===== config.mk =====
export PLATFORM = sky130hd
export DESIGN_NAME = branch_unit
export DESIGN_NICKNAME = d
export VERILOG_FILES = /design/src/source/len5_pkg.sv /design/src/source/branch_cmp.sv /design/src/source/branch_target.sv /design/src/source/branch_unit_cu.sv /design/src/source/flush_timer.sv /design/src/source/branch_unit.sv
export VERILOG_INCLUDE_DIRS = /design/src /design/src/source
export SDC_FILE = /design/constraint.sdc
export NUM_CORES = 1
export LEC_CHECK = 0
export ABC_AREA = 1
export CAP_MARGIN = 0
export CORE_MARGIN = 2
export CORE_UTILIZATION = 44
export CTS_CLUSTER_DIAMETER = 100
export DETAILED_ROUTE_END_ITERATION = 8
export DONT_BUFFER_PORTS = 1
export GPL_ROUTABILITY_DRIVEN = 0
export PLACE_DENSITY = 0.58
export SYNTH_ARGS = -nofsm -noshare
export SYNTH_HDL_FRONTEND = slang
export SYNTH_HIERARCHICAL = 1
export SYNTH_SLANG_ARGS = --single-unit

===== constraint.sdc =====
create_clock -name clk_i -period 5.7 [get_ports clk_i]
set_clock_uncertainty 0.15 [all_clocks]
set_input_delay 0.285 -clock clk_i [delete_from_list [all_inputs] [get_ports clk_i]]
set_output_delay 0.285 -clock clk_i [all_outputs]
set_load 0.02 [all_outputs]

===== src/source/len5_defines.svh =====
// ==================================================
// Global sizes for the branch resolution stage
// Operand width, immediate width, refill penalty
// ==================================================

`ifndef LEN5_DEFINES_SVH
`define LEN5_DEFINES_SVH

// Operand and address width, one RISC-V word
`define LEN5_XLEN 32

// Branch immediate width, bit 0 of the offset is implicit
`define LEN5_B_IMM 12

// Cycles spent in the flush state after a misprediction
`define LEN5_FLUSH_CYCLES 3

`endif


===== src/source/len5_pkg.sv =====
// ==================================================
// Shared types of the branch resolution stage
// Branch condition codes and control unit states
// ==================================================

`default_nettype none

package len5_pkg;

  // Branch condition, encoded as the RISC-V funct3 field
  // Codes 3'b010 and 3'b011 are unused and never taken
  typedef enum logic [2:0] {
    beq  = 3'b000,
    bne  = 3'b001,
    blt  = 3'b100,
    bge  = 3'b101,
    bltu = 3'b110,
    bgeu = 3'b111
  } branch_type_t;

  // Control unit states
  typedef enum logic [1:0] {
    CU_IDLE     = 2'd0,
    CU_RES_OK   = 2'd1,
    CU_RES_MISS = 2'd2,
    CU_FLUSH    = 2'd3
  } cu_state_t;

endpackage

`default_nettype wire


===== src/source/branch_cmp.sv =====
// ==================================================
// Branch comparator
// Decides the branch direction from the two source
// operands and the branch condition code
// ==================================================

`default_nettype none

`include "len5_defines.svh"

module branch_cmp (
  input  logic [`LEN5_XLEN-1:0] rs1_i,
  input  logic [`LEN5_XLEN-1:0] rs2_i,
  input  len5_pkg::branch_type_t type_i,
  output logic                  taken_o
);

  import len5_pkg::*;

  // Both flavours of less-than, shared by the six conditions
  logic lt_signed;
  logic lt_unsigned;
  logic equal;

  assign equal       = (rs1_i == rs2_i);
  assign lt_signed   = ($signed(rs1_i) < $signed(rs2_i));
  assign lt_unsigned = (rs1_i < rs2_i);

  // Condition select
  always_comb begin
    case (type_i)
      beq:     taken_o = equal;
      bne:     taken_o = !equal;
      blt:     taken_o = lt_signed;
      bge:     taken_o = !lt_signed;
      bltu:    taken_o = lt_unsigned;
      bgeu:    taken_o = !lt_unsigned;
      // Unused codes
      default: taken_o = 1'b0;
    endcase
  end

endmodule

`default_nettype wire


===== src/source/branch_target.sv =====
// ==================================================
// Branch target path
// Computes the taken target from the branch address,
// checks it against the prediction and holds the
// resolved addresses for the result cycle
// ==================================================

`default_nettype none

`include "len5_defines.svh"

module branch_target (
  input  logic                   clk_i,
  input  logic                   rst_n_i,
  input  logic                   accept_i,
  input  logic                   taken_i,
  input  logic                   pred_taken_i,
  input  logic [`LEN5_XLEN-1:0]  pred_pc_i,
  input  logic [`LEN5_XLEN-1:0]  pred_target_i,
  input  logic [`LEN5_B_IMM-1:0] imm_i,
  output logic                   mispredict_o,
  output logic [`LEN5_XLEN-1:0]  res_pc_o,
  output logic [`LEN5_XLEN-1:0]  res_target_o
);

  logic [`LEN5_XLEN-1:0] offset;
  logic [`LEN5_XLEN-1:0] target;
  logic                  wrong_dir;
  logic                  wrong_target;

  // Offset is the immediate sign extended, with a zero LSB appended
  assign offset = {{(`LEN5_XLEN-`LEN5_B_IMM-1){imm_i[`LEN5_B_IMM-1]}}, imm_i, 1'b0};
  assign target = pred_pc_i + offset;

  // Direction check
  assign wrong_dir = (pred_taken_i != taken_i);
  // Target only matters when both sides agree on taken
  assign wrong_target = taken_i && pred_taken_i && (pred_target_i != target);

  assign mispredict_o = wrong_dir || wrong_target;

  // Resolved addresses, loaded on accept and held otherwise
  always_ff @(posedge clk_i or negedge rst_n_i) begin
    if (!rst_n_i) begin
      res_pc_o     <= '0;
      res_target_o <= '0;
    end else if (accept_i) begin
      res_pc_o     <= pred_pc_i;
      res_target_o <= target;
    end
  end

endmodule

`default_nettype wire


===== src/source/branch_unit_cu.sv =====
// ==================================================
// Branch unit control
// Handles the input handshake, the one-cycle result
// strobe and the stall while the core refills after
// a misprediction
// ==================================================

`default_nettype none

module branch_unit_cu (
  input  logic clk_i,
  input  logic rst_n_i,
  input  logic ops_valid_i,
  input  logic taken_i,
  input  logic mispredict_i,
  input  logic timer_done_i,
  output logic ops_ready_o,
  output logic accept_o,
  output logic res_valid_o,
  output logic res_taken_o,
  output logic res_mispredict_o,
  output logic timer_start_o
);

  import len5_pkg::*;

  cu_state_t state_q;
  cu_state_t state_d;

  // Result flags captured at accept
  logic taken_q;
  logic miss_q;

  // Ready in the idle state and while a good result is out
  assign ops_ready_o = (state_q == CU_IDLE) || (state_q == CU_RES_OK);
  assign accept_o    = ops_valid_i && ops_ready_o;

  // Next state
  always_comb begin
    state_d = state_q;
    case (state_q)
      CU_IDLE, CU_RES_OK: begin
        if (accept_o) begin
          state_d = mispredict_i ? CU_RES_MISS : CU_RES_OK;
        end else begin
          state_d = CU_IDLE;
        end
      end
      // Result cycle of a miss, timer is kicked off here
      CU_RES_MISS: state_d = CU_FLUSH;
      // Hold until the refill penalty has elapsed
      CU_FLUSH: begin
        if (timer_done_i) begin
          state_d = CU_IDLE;
        end
      end
      default: state_d = CU_IDLE;
    endcase
  end

  // State and flag registers
  always_ff @(posedge clk_i or negedge rst_n_i) begin
    if (!rst_n_i) begin
      state_q <= CU_IDLE;
      taken_q <= 1'b0;
      miss_q  <= 1'b0;
    end else begin
      state_q <= state_d;
      // Flags only live during the result cycle
      taken_q <= accept_o && taken_i;
      miss_q  <= accept_o && mispredict_i;
    end
  end

  // Result strobe in both result states
  assign res_valid_o      = (state_q == CU_RES_OK) || (state_q == CU_RES_MISS);
  assign res_taken_o      = taken_q;
  assign res_mispredict_o = miss_q;

  // One-cycle start pulse for the refill timer
  assign timer_start_o = (state_q == CU_RES_MISS);

endmodule

`default_nettype wire


===== src/source/flush_timer.sv =====
// ==================================================
// Refill penalty timer
// Counts the flush cycles after a misprediction and
// pulses done in the last one
// ==================================================

`default_nettype none

`include "len5_defines.svh"

module flush_timer (
  input  logic clk_i,
  input  logic rst_n_i,
  input  logic start_i,
  output logic busy_o,
  output logic done_o
);

  // Wide enough to hold the penalty itself
  localparam int unsigned CntW = $clog2(`LEN5_FLUSH_CYCLES + 1);

  logic [CntW-1:0] count_q;

  // Start reloads, otherwise count down to zero and stay there
  always_ff @(posedge clk_i or negedge rst_n_i) begin
    if (!rst_n_i) begin
      count_q <= '0;
    end else if (start_i) begin
      count_q <= CntW'(`LEN5_FLUSH_CYCLES);
    end else if (count_q != '0) begin
      count_q <= count_q - CntW'(1);
    end
  end

  assign busy_o = (count_q != '0);

  // Last counting cycle
  assign done_o = (count_q == CntW'(1));

endmodule

`default_nettype wire


===== src/source/branch_unit.sv =====
// ==================================================
// Branch resolution stage
// Resolves conditional branches, computes targets,
// flags mispredictions and stalls for the refill
// ==================================================

`default_nettype none

`include "len5_defines.svh"

module branch_unit (
  input  logic                   clk_i,
  input  logic                   rst_n_i,
  // Operation input
  input  logic                   ops_valid_i,
  output logic                   ops_ready_o,
  input  logic [`LEN5_XLEN-1:0]  rs1_i,
  input  logic [`LEN5_XLEN-1:0]  rs2_i,
  input  logic [`LEN5_B_IMM-1:0] imm_i,
  input  len5_pkg::branch_type_t type_i,
  input  logic [`LEN5_XLEN-1:0]  pred_pc_i,
  input  logic [`LEN5_XLEN-1:0]  pred_target_i,
  input  logic                   pred_taken_i,
  // Resolved result, valid for one cycle
  output logic                   res_valid_o,
  output logic [`LEN5_XLEN-1:0]  res_pc_o,
  output logic [`LEN5_XLEN-1:0]  res_target_o,
  output logic                   res_taken_o,
  output logic                   res_mispredict_o
);

  logic taken;
  logic mispredict;
  logic accept;
  logic timer_start;
  logic timer_done;

  // Direction
  branch_cmp branch_cmp_inst (
    .rs1_i   (rs1_i),
    .rs2_i   (rs2_i),
    .type_i  (type_i),
    .taken_o (taken)
  );

  // Target, miss check and address registers
  branch_target branch_target_inst (
    .clk_i         (clk_i),
    .rst_n_i       (rst_n_i),
    .accept_i      (accept),
    .taken_i       (taken),
    .pred_taken_i  (pred_taken_i),
    .pred_pc_i     (pred_pc_i),
    .pred_target_i (pred_target_i),
    .imm_i         (imm_i),
    .mispredict_o  (mispredict),
    .res_pc_o      (res_pc_o),
    .res_target_o  (res_target_o)
  );

  // Handshake and result strobe
  branch_unit_cu branch_unit_cu_inst (
    .clk_i            (clk_i),
    .rst_n_i          (rst_n_i),
    .ops_valid_i      (ops_valid_i),
    .taken_i          (taken),
    .mispredict_i     (mispredict),
    .timer_done_i     (timer_done),
    .ops_ready_o      (ops_ready_o),
    .accept_o         (accept),
    .res_valid_o      (res_valid_o),
    .res_taken_o      (res_taken_o),
    .res_mispredict_o (res_mispredict_o),
    .timer_start_o    (timer_start)
  );

  // Refill penalty
  flush_timer flush_timer_inst (
    .clk_i   (clk_i),
    .rst_n_i (rst_n_i),
    .start_i (timer_start),
    .busy_o  (),
    .done_o  (timer_done)
  );

endmodule

`default_nettype wire


* Yosys cells after proc, flatten, opt, wreduce, memory -nomap -nowiden
Cells that the tools add are included.
Word-level totals: register bits after elaboration 70, ROM bits 0, bits in latches 0, word-level logic and storage cells 46, input bits 147, output and inout bits 68, memories 0, memory bits (writable) 0
Cells by class: shift-type cells 0, mux-type cells 7, equal/unequal tests 13, bitwise logic cells 0, order comparisons 2, $add $sub $neg 2, multipliers 0, divide/modulo/power cells 0, reduce and logical (&&, ||, !) cells 16
Operators with widths (count):
- < comparator 32 bit | 2
- adder 32 bit | 1
- equality test 32 bit | 1
- inequality test 32 bit | 1
- equality test 3 bit (second input constant) | 4
- 2-to-1 mux 2 bit | 5
- one-hot mux 1 bit (6 select lines) | 1
- one-hot mux 2 bit (3 select lines) | 1
- logical AND 1 bit | 5
- equality test 2 x 1 -> 1 bit (second input constant) | 2
- equality test 2 bit (second input constant) | 2
- nonzero test 2 bit | 2
- equality test 3 x 1 -> 1 bit (second input constant) | 1
- zero test 1 bit | 3
- zero test 3 bit | 1
- logical OR 1 bit | 3
- zero test 2 bit | 1
- inequality test 2 x 1 -> 1 bit (second input constant) | 1
- OR reduction 2 bit | 1
- subtractor 2 x 1 -> 2 bit (second input constant) | 1
- inequality test 1 bit | 1

* Logic depth before layout (Yosys ltp)
depth after elaboration 9, gate-level depth with buffers 24, depth with buffers taken out 24

* Modules after synthesis
The synthesis kept the hierarchy.
Modules (own cells, without submodules):
- branch_target | sequential area each 1576.5 µm², instances 1, cells an instance 867, area each 5406.4 µm²
- branch_cmp | sequential area each 0.0 µm², instances 1, cells an instance 169, area each 991.0 µm²
- branch_unit_cu | sequential area each 100.1 µm², instances 1, cells an instance 33, area each 274.0 µm²
- flush_timer | sequential area each 50.0 µm², instances 1, cells an instance 15, area each 118.9 µm²

* Worst setup path before layout
Ideal clock, no wire load.
path type input-to-reg, from input port imm_i[0], to register branch_unit_cu_inst.state_q[0], required time 5.477 ns, stages on the path 21, library setup time 0.073 ns, data arrival time 2.321 ns, path buffers 0, slack 3.156 ns, path through ha_1 -> fa_1 -> nand3_1 -> nand3_1 -> nand3_1 -> nand3b_4 -> nand2_1 -> nand2_1 -> nand2_1 -> nand2_1 -> nand2_1 -> nand2_1 -> nor2_1 -> nand2_1 -> nor2_1 -> nand3_1 -> nand2_1 -> nand2_1 -> nor2_1 -> nand3_1 -> a21oi_2
On the way: word-level cells in the longest chain between the ends 7
Ends and longest elaborated chain:
- start, declared | line branch_unit.sv:19 | input logic [`LEN5_B_IMM-1:0] imm_i,
- adder 32 bit | line branch_target.sv:33 | assign target = pred_pc_i + offset;
- inequality test 32 bit | line branch_target.sv:38 | assign wrong_target = taken_i && pred_taken_i && (pred_target_i != target);
- logical AND 1 bit | line branch_target.sv:38
- logical OR 1 bit | line branch_target.sv:40 | assign mispredict_o = wrong_dir || wrong_target;
- named net mispredict | line branch_unit.sv:33 | logic mispredict;
- 2-to-1 mux 2 bit | line branch_unit_cu.sv:44 | state_d = mispredict_i ? CU_RES_MISS : CU_RES_OK;
- 2-to-1 mux 2 bit | line branch_unit_cu.sv:43 | if (accept_o) begin
- one-hot mux 2 bit (3 select lines) | line branch_unit_cu.sv:41 | case (state_q)
- end signal, assigned | line branch_unit_cu.sv:68 | state_q <= state_d;
- end, declared | line branch_unit_cu.sv:27 | cu_state_t state_q;
The timed path passes the listed nets, and every way through them passes these cells. A chain may end at the register's enable or synchronous reset.

* Worst setup path in the final report
Same ends and word-level chain as after synthesis.

==> results.sh <==
export IMPL_holdCritPathClass="in2reg"
export IMPL_postCtsSetupRepairBufs=0
export IMPL_first_global_vias=6115
export IMPL_rsz0062_at_grt="no"
export IMPL_cp_max_fo=4
export IMPL_die_area_um2=16400
export IMPL_grt_pass1_wl_mm=29.7
export IMPL_diodes=0
export IMPL_ys_async_sr_fraction_pct=100
export IMPL_placed_cell_area_um2=6980
export IMPL_gr_usage_all_layers_pct=22.8
export IMPL_postSynthAreaPerCell_um2=6.26
export IMPL_syn_to_final_growth_pct=12.2
export IMPL_rows=45
export IMPL_dieWidth_um=128
export IMPL_maxSlewHeadroom_pct=60.8
export IMPL_clk_pin_slew_worst_paths_ns=0.06
export IMPL_die_h_um=128
export IMPL_synth_warnings=6
export IMPL_overflow=0
export IMPL_antenna_found_initial=0
export IMPL_dp_hpwl_mm=14.9
export IMPL_timing_worst_setup_path_type="in2reg"
export IMPL_grt_max_degree=70
export IMPL_synth_cell_types=35
export IMPL_vias_per_cell=4.88
export IMPL_ir_drop_mv=0.161
export IMPL_switching_power_w=0.000498
export IMPL_startpoint_type="primary input"
export IMPL_use_met3_pct=6.84
export IMPL_final_nets=1334
export IMPL_ys_ff_latch=69
export IMPL_cts_max_path_buffers=2
export IMPL_drt_pass1_iterations=5
export IMPL_p_leak_nw=4.58
export IMPL_arrival_ns=3.06
export IMPL_p_sw_share_pct=34.2
export IMPL_synth_nets=1301
export IMPL_slew_viol_final=0
export IMPL_route_detailed_drc=0
export IMPL_pwr_share_comb_pct=30.6
export IMPL_io_buffers=0
export IMPL_cts_resized_gates=0
export IMPL_drt_initial_drc_count=285
export IMPL_wl_per_cell_um=14.0
export IMPL_initial_core_util_pct=44.8
export IMPL_yosysSeqAreaShare_pct=25.4
export IMPL_ys_flop_type="dfrtp_1"
export IMPL_vias=6389
export IMPL_tightest_slew_ns=0.588
export IMPL_finalCritPeriodShare_pct=51.6
export IMPL_p_int_w=0.000960
export IMPL_max_cap_viol_count=0
export IMPL_synthCells=1084
export IMPL_wirelength_mm=18.4
export IMPL_syn_cell_area_um2=6790
export IMPL_busiest_layer="met2"
export IMPL_cp_end_kind="flop"
export IMPL_p_clk_share_pct=35.8
export IMPL_drive_gt1_share_pct=5.70
export IMPL_cts_made_buffers=9
export IMPL_fin_crit_ns=2.94
export IMPL_power_density_nw_per_um2=191
export IMPL_fin_area_um2=7620
export IMPL_num_io_pins=215
export IMPL_status="completed"
export IMPL_seq_power_share_pct=33.6
export IMPL_clk_latency_ns=0.34
export IMPL_cp_required_ns=5.82
export IMPL_synth_edf_count=0
export IMPL_setup_viol=0
export IMPL_gr_usage_met2_pct=41.3
export IMPL_cts_sink_count=69
export IMPL_coreArea_um2=15100
export IMPL_ant_nets=0
export IMPL_max_freq_mhz=340
export IMPL_cts_root_buf="clkbuf_16"
export IMPL_fillers=1570
export IMPL_cts_tree="built"
export IMPL_whs_ns=0.0805
export IMPL_final_hold_violation_count=0
export IMPL_fin_setup_tns_ns=0
export IMPL_gr_usage_met1_pct=25.9
export IMPL_htree_levels=3
power by group through the flow:
stage / clock [W] / combinational (W) / sequential [W]
after floorplan: 0 / 0.000331 / 0.000499
after global placement: 0 / 0.000412 / 0.000499
after detailed placement: 0 / 0.000415 / 0.000499
after CTS: 0.000540 / 0.000450 / 0.000490
after global routing: 0.000561 / 0.000517 / 0.000489
final: 0.000522 / 0.000446 / 0.000490
per-layer routing:
layer  part of all wire [%]  vias up  wire [um]
li1                       -     3385          -
met3                    7.6       22       1390
met1                     42     2801       7730
met5                      0        -          0
met2                     49      181       8970
met4                    1.6        0        299
sequential cells by signal, summed over array words and instances, names as in the netlist:
| signal | flops |
|---|---|
| branch_target_inst/res_pc_o | 32 |
| branch_target_inst/res_target_o | 31 |
| branch_unit_cu_inst/res_mispredict_o | 1 |
| branch_unit_cu_inst/res_taken_o | 1 |
| branch_unit_cu_inst/state_q | 2 |
| flush_timer_inst/count_q | 2 |
kinds of logic after synthesis:
| family | Yosys count | synth area share (%) |
|---|---|---|
| XOR/XNOR | 26 | 4.37 |
| AND/OR/NAND/NOR | 644 | 40.3 |
| flip-flops | 69 | 25.4 |
| adder cells (fa/ha/maj) | 70 | 13.0 |
| buffers and inverters | 208 | 11.6 |
| AO/OA/AOI/OAI | 67 | 5.36 |
timing repair:
item,CTS,global route
setup endpoints to repair,0,0
hold buffers,35,0
endpoints found under the hold margin,104,0
metrics by stage:
stage	instances	utilization (%)	total power, W	worst slack (ns)
2_1_floorplan	1084	-	0.000830	3.16
3_3_place_gp	1259	46.1	0.000911	2.48
3_5_place_dp	1259	46.1	0.000914	2.42
4_1_cts	1310	50.3	0.00148	2.77
5_1_grt	1310	50.3	0.00157	2.52
6_report	1310	50.3	0.00146	2.76
final cells by class:
| class | instances | area [um^2] | share of cell area, % |
|---|---|---|---|
| multi-input cells | 807 | 4280 | 56.1 |
| flip-flops and latches | 69 | 1730 | 22.7 |
| inverters | 193 | 724 | 9.51 |
| repair buffers | 37 | 383 | 5.02 |
| well taps | 188 | 235 | 3.09 |
| clock buffers | 9 | 225 | 2.96 |
| clock inverters | 7 | 47.5 | 0.624 |
synthesized netlist by cell type, types with 5 or more instances:
cell type / count / area share (%)
a21oi_1: 30 / 2.2
a31oi_1: 8 / 0.74
clkbuf_1: 14 / 0.77
dfrtp_1: 69 / 25
ha_1: 69 / 13
inv_1: 187 / 10
inv_2: 6 / 0.33
nand2_1: 454 / 25
nand2_2: 13 / 1.2
nand3_1: 59 / 4.3
nand3_2: 5 / 0.74
nand3b_1: 13 / 1.4
nand4_1: 6 / 0.55
nor2_1: 72 / 4.0
nor2_2: 5 / 0.46
nor3_1: 5 / 0.37
o21ai_0: 22 / 1.6
xnor2_1: 10 / 1.3
xnor3_1: 5 / 1.7
xor2_1: 11 / 1.4
worst paths after layout:
path                                           startpoint                                   to  slack [ns]  depth (start not counted)
setup / recovery                                 imm_i[0]       branch_unit_cu_inst/state_q[0]        2.76                         16
hold / removal                               pred_pc_i[1]   branch_target_inst/res_target_o[1]        0.08                          3
setup reg to reg           branch_unit_cu_inst/state_q[1]   branch_target_inst/res_target_o[3]        2.91                         10
hold reg to reg               flush_timer_inst/count_q[1]          flush_timer_inst/count_q[1]        0.36                          2
max in group asynchronous                         rst_n_i  branch_target_inst/res_target_o[14]        4.70                          2
min in group asynchronous                         rst_n_i       branch_target_inst/res_pc_o[8]        0.37                          2
layout by cell type, fill, tap and decap left out, types with 2 or more instances in the layout:
cell type        n
a21o_1           2
a21oi_1         30
a21oi_2          2
a31oi_1          8
buf_4            2
clkbuf_16        9
clkinv_2         3
clkinvlp_4       2
dfrtp_1         69
dlygate4sd3_1   34
ha_1            69
inv_1          185
inv_2            8
inv_6            2
nand2_1        454
nand2_2         13
nand2_4          2
nand3_1         59
nand3_2          5
nand3b_1        13
nand3b_4         2
nand4_1          6
nor2_1          72
nor2_2           5
nor2_4           2
nor3_1           5
nor3_2           2
o21ai_0         22
xnor2_1         10
xnor3_1          5
xor2_1          11
worst max-delay path, cell delays in order:
cell and delay, ns:
ha_1 0.24, fa_1 0.46, nand3_1 0.10, nand3_1 0.15, xnor2_1 0.24, xor2_1 0.18, nand2_1 0.06, nor2_1 0.15
nand3_1 0.11, nor3_1 0.46, nand3_1 0.16, nand2_1 0.09, nand2_1 0.07, nor2_1 0.09, nand3_1 0.10, a21oi_2 0.12
(Power assumes the default switching activity.)
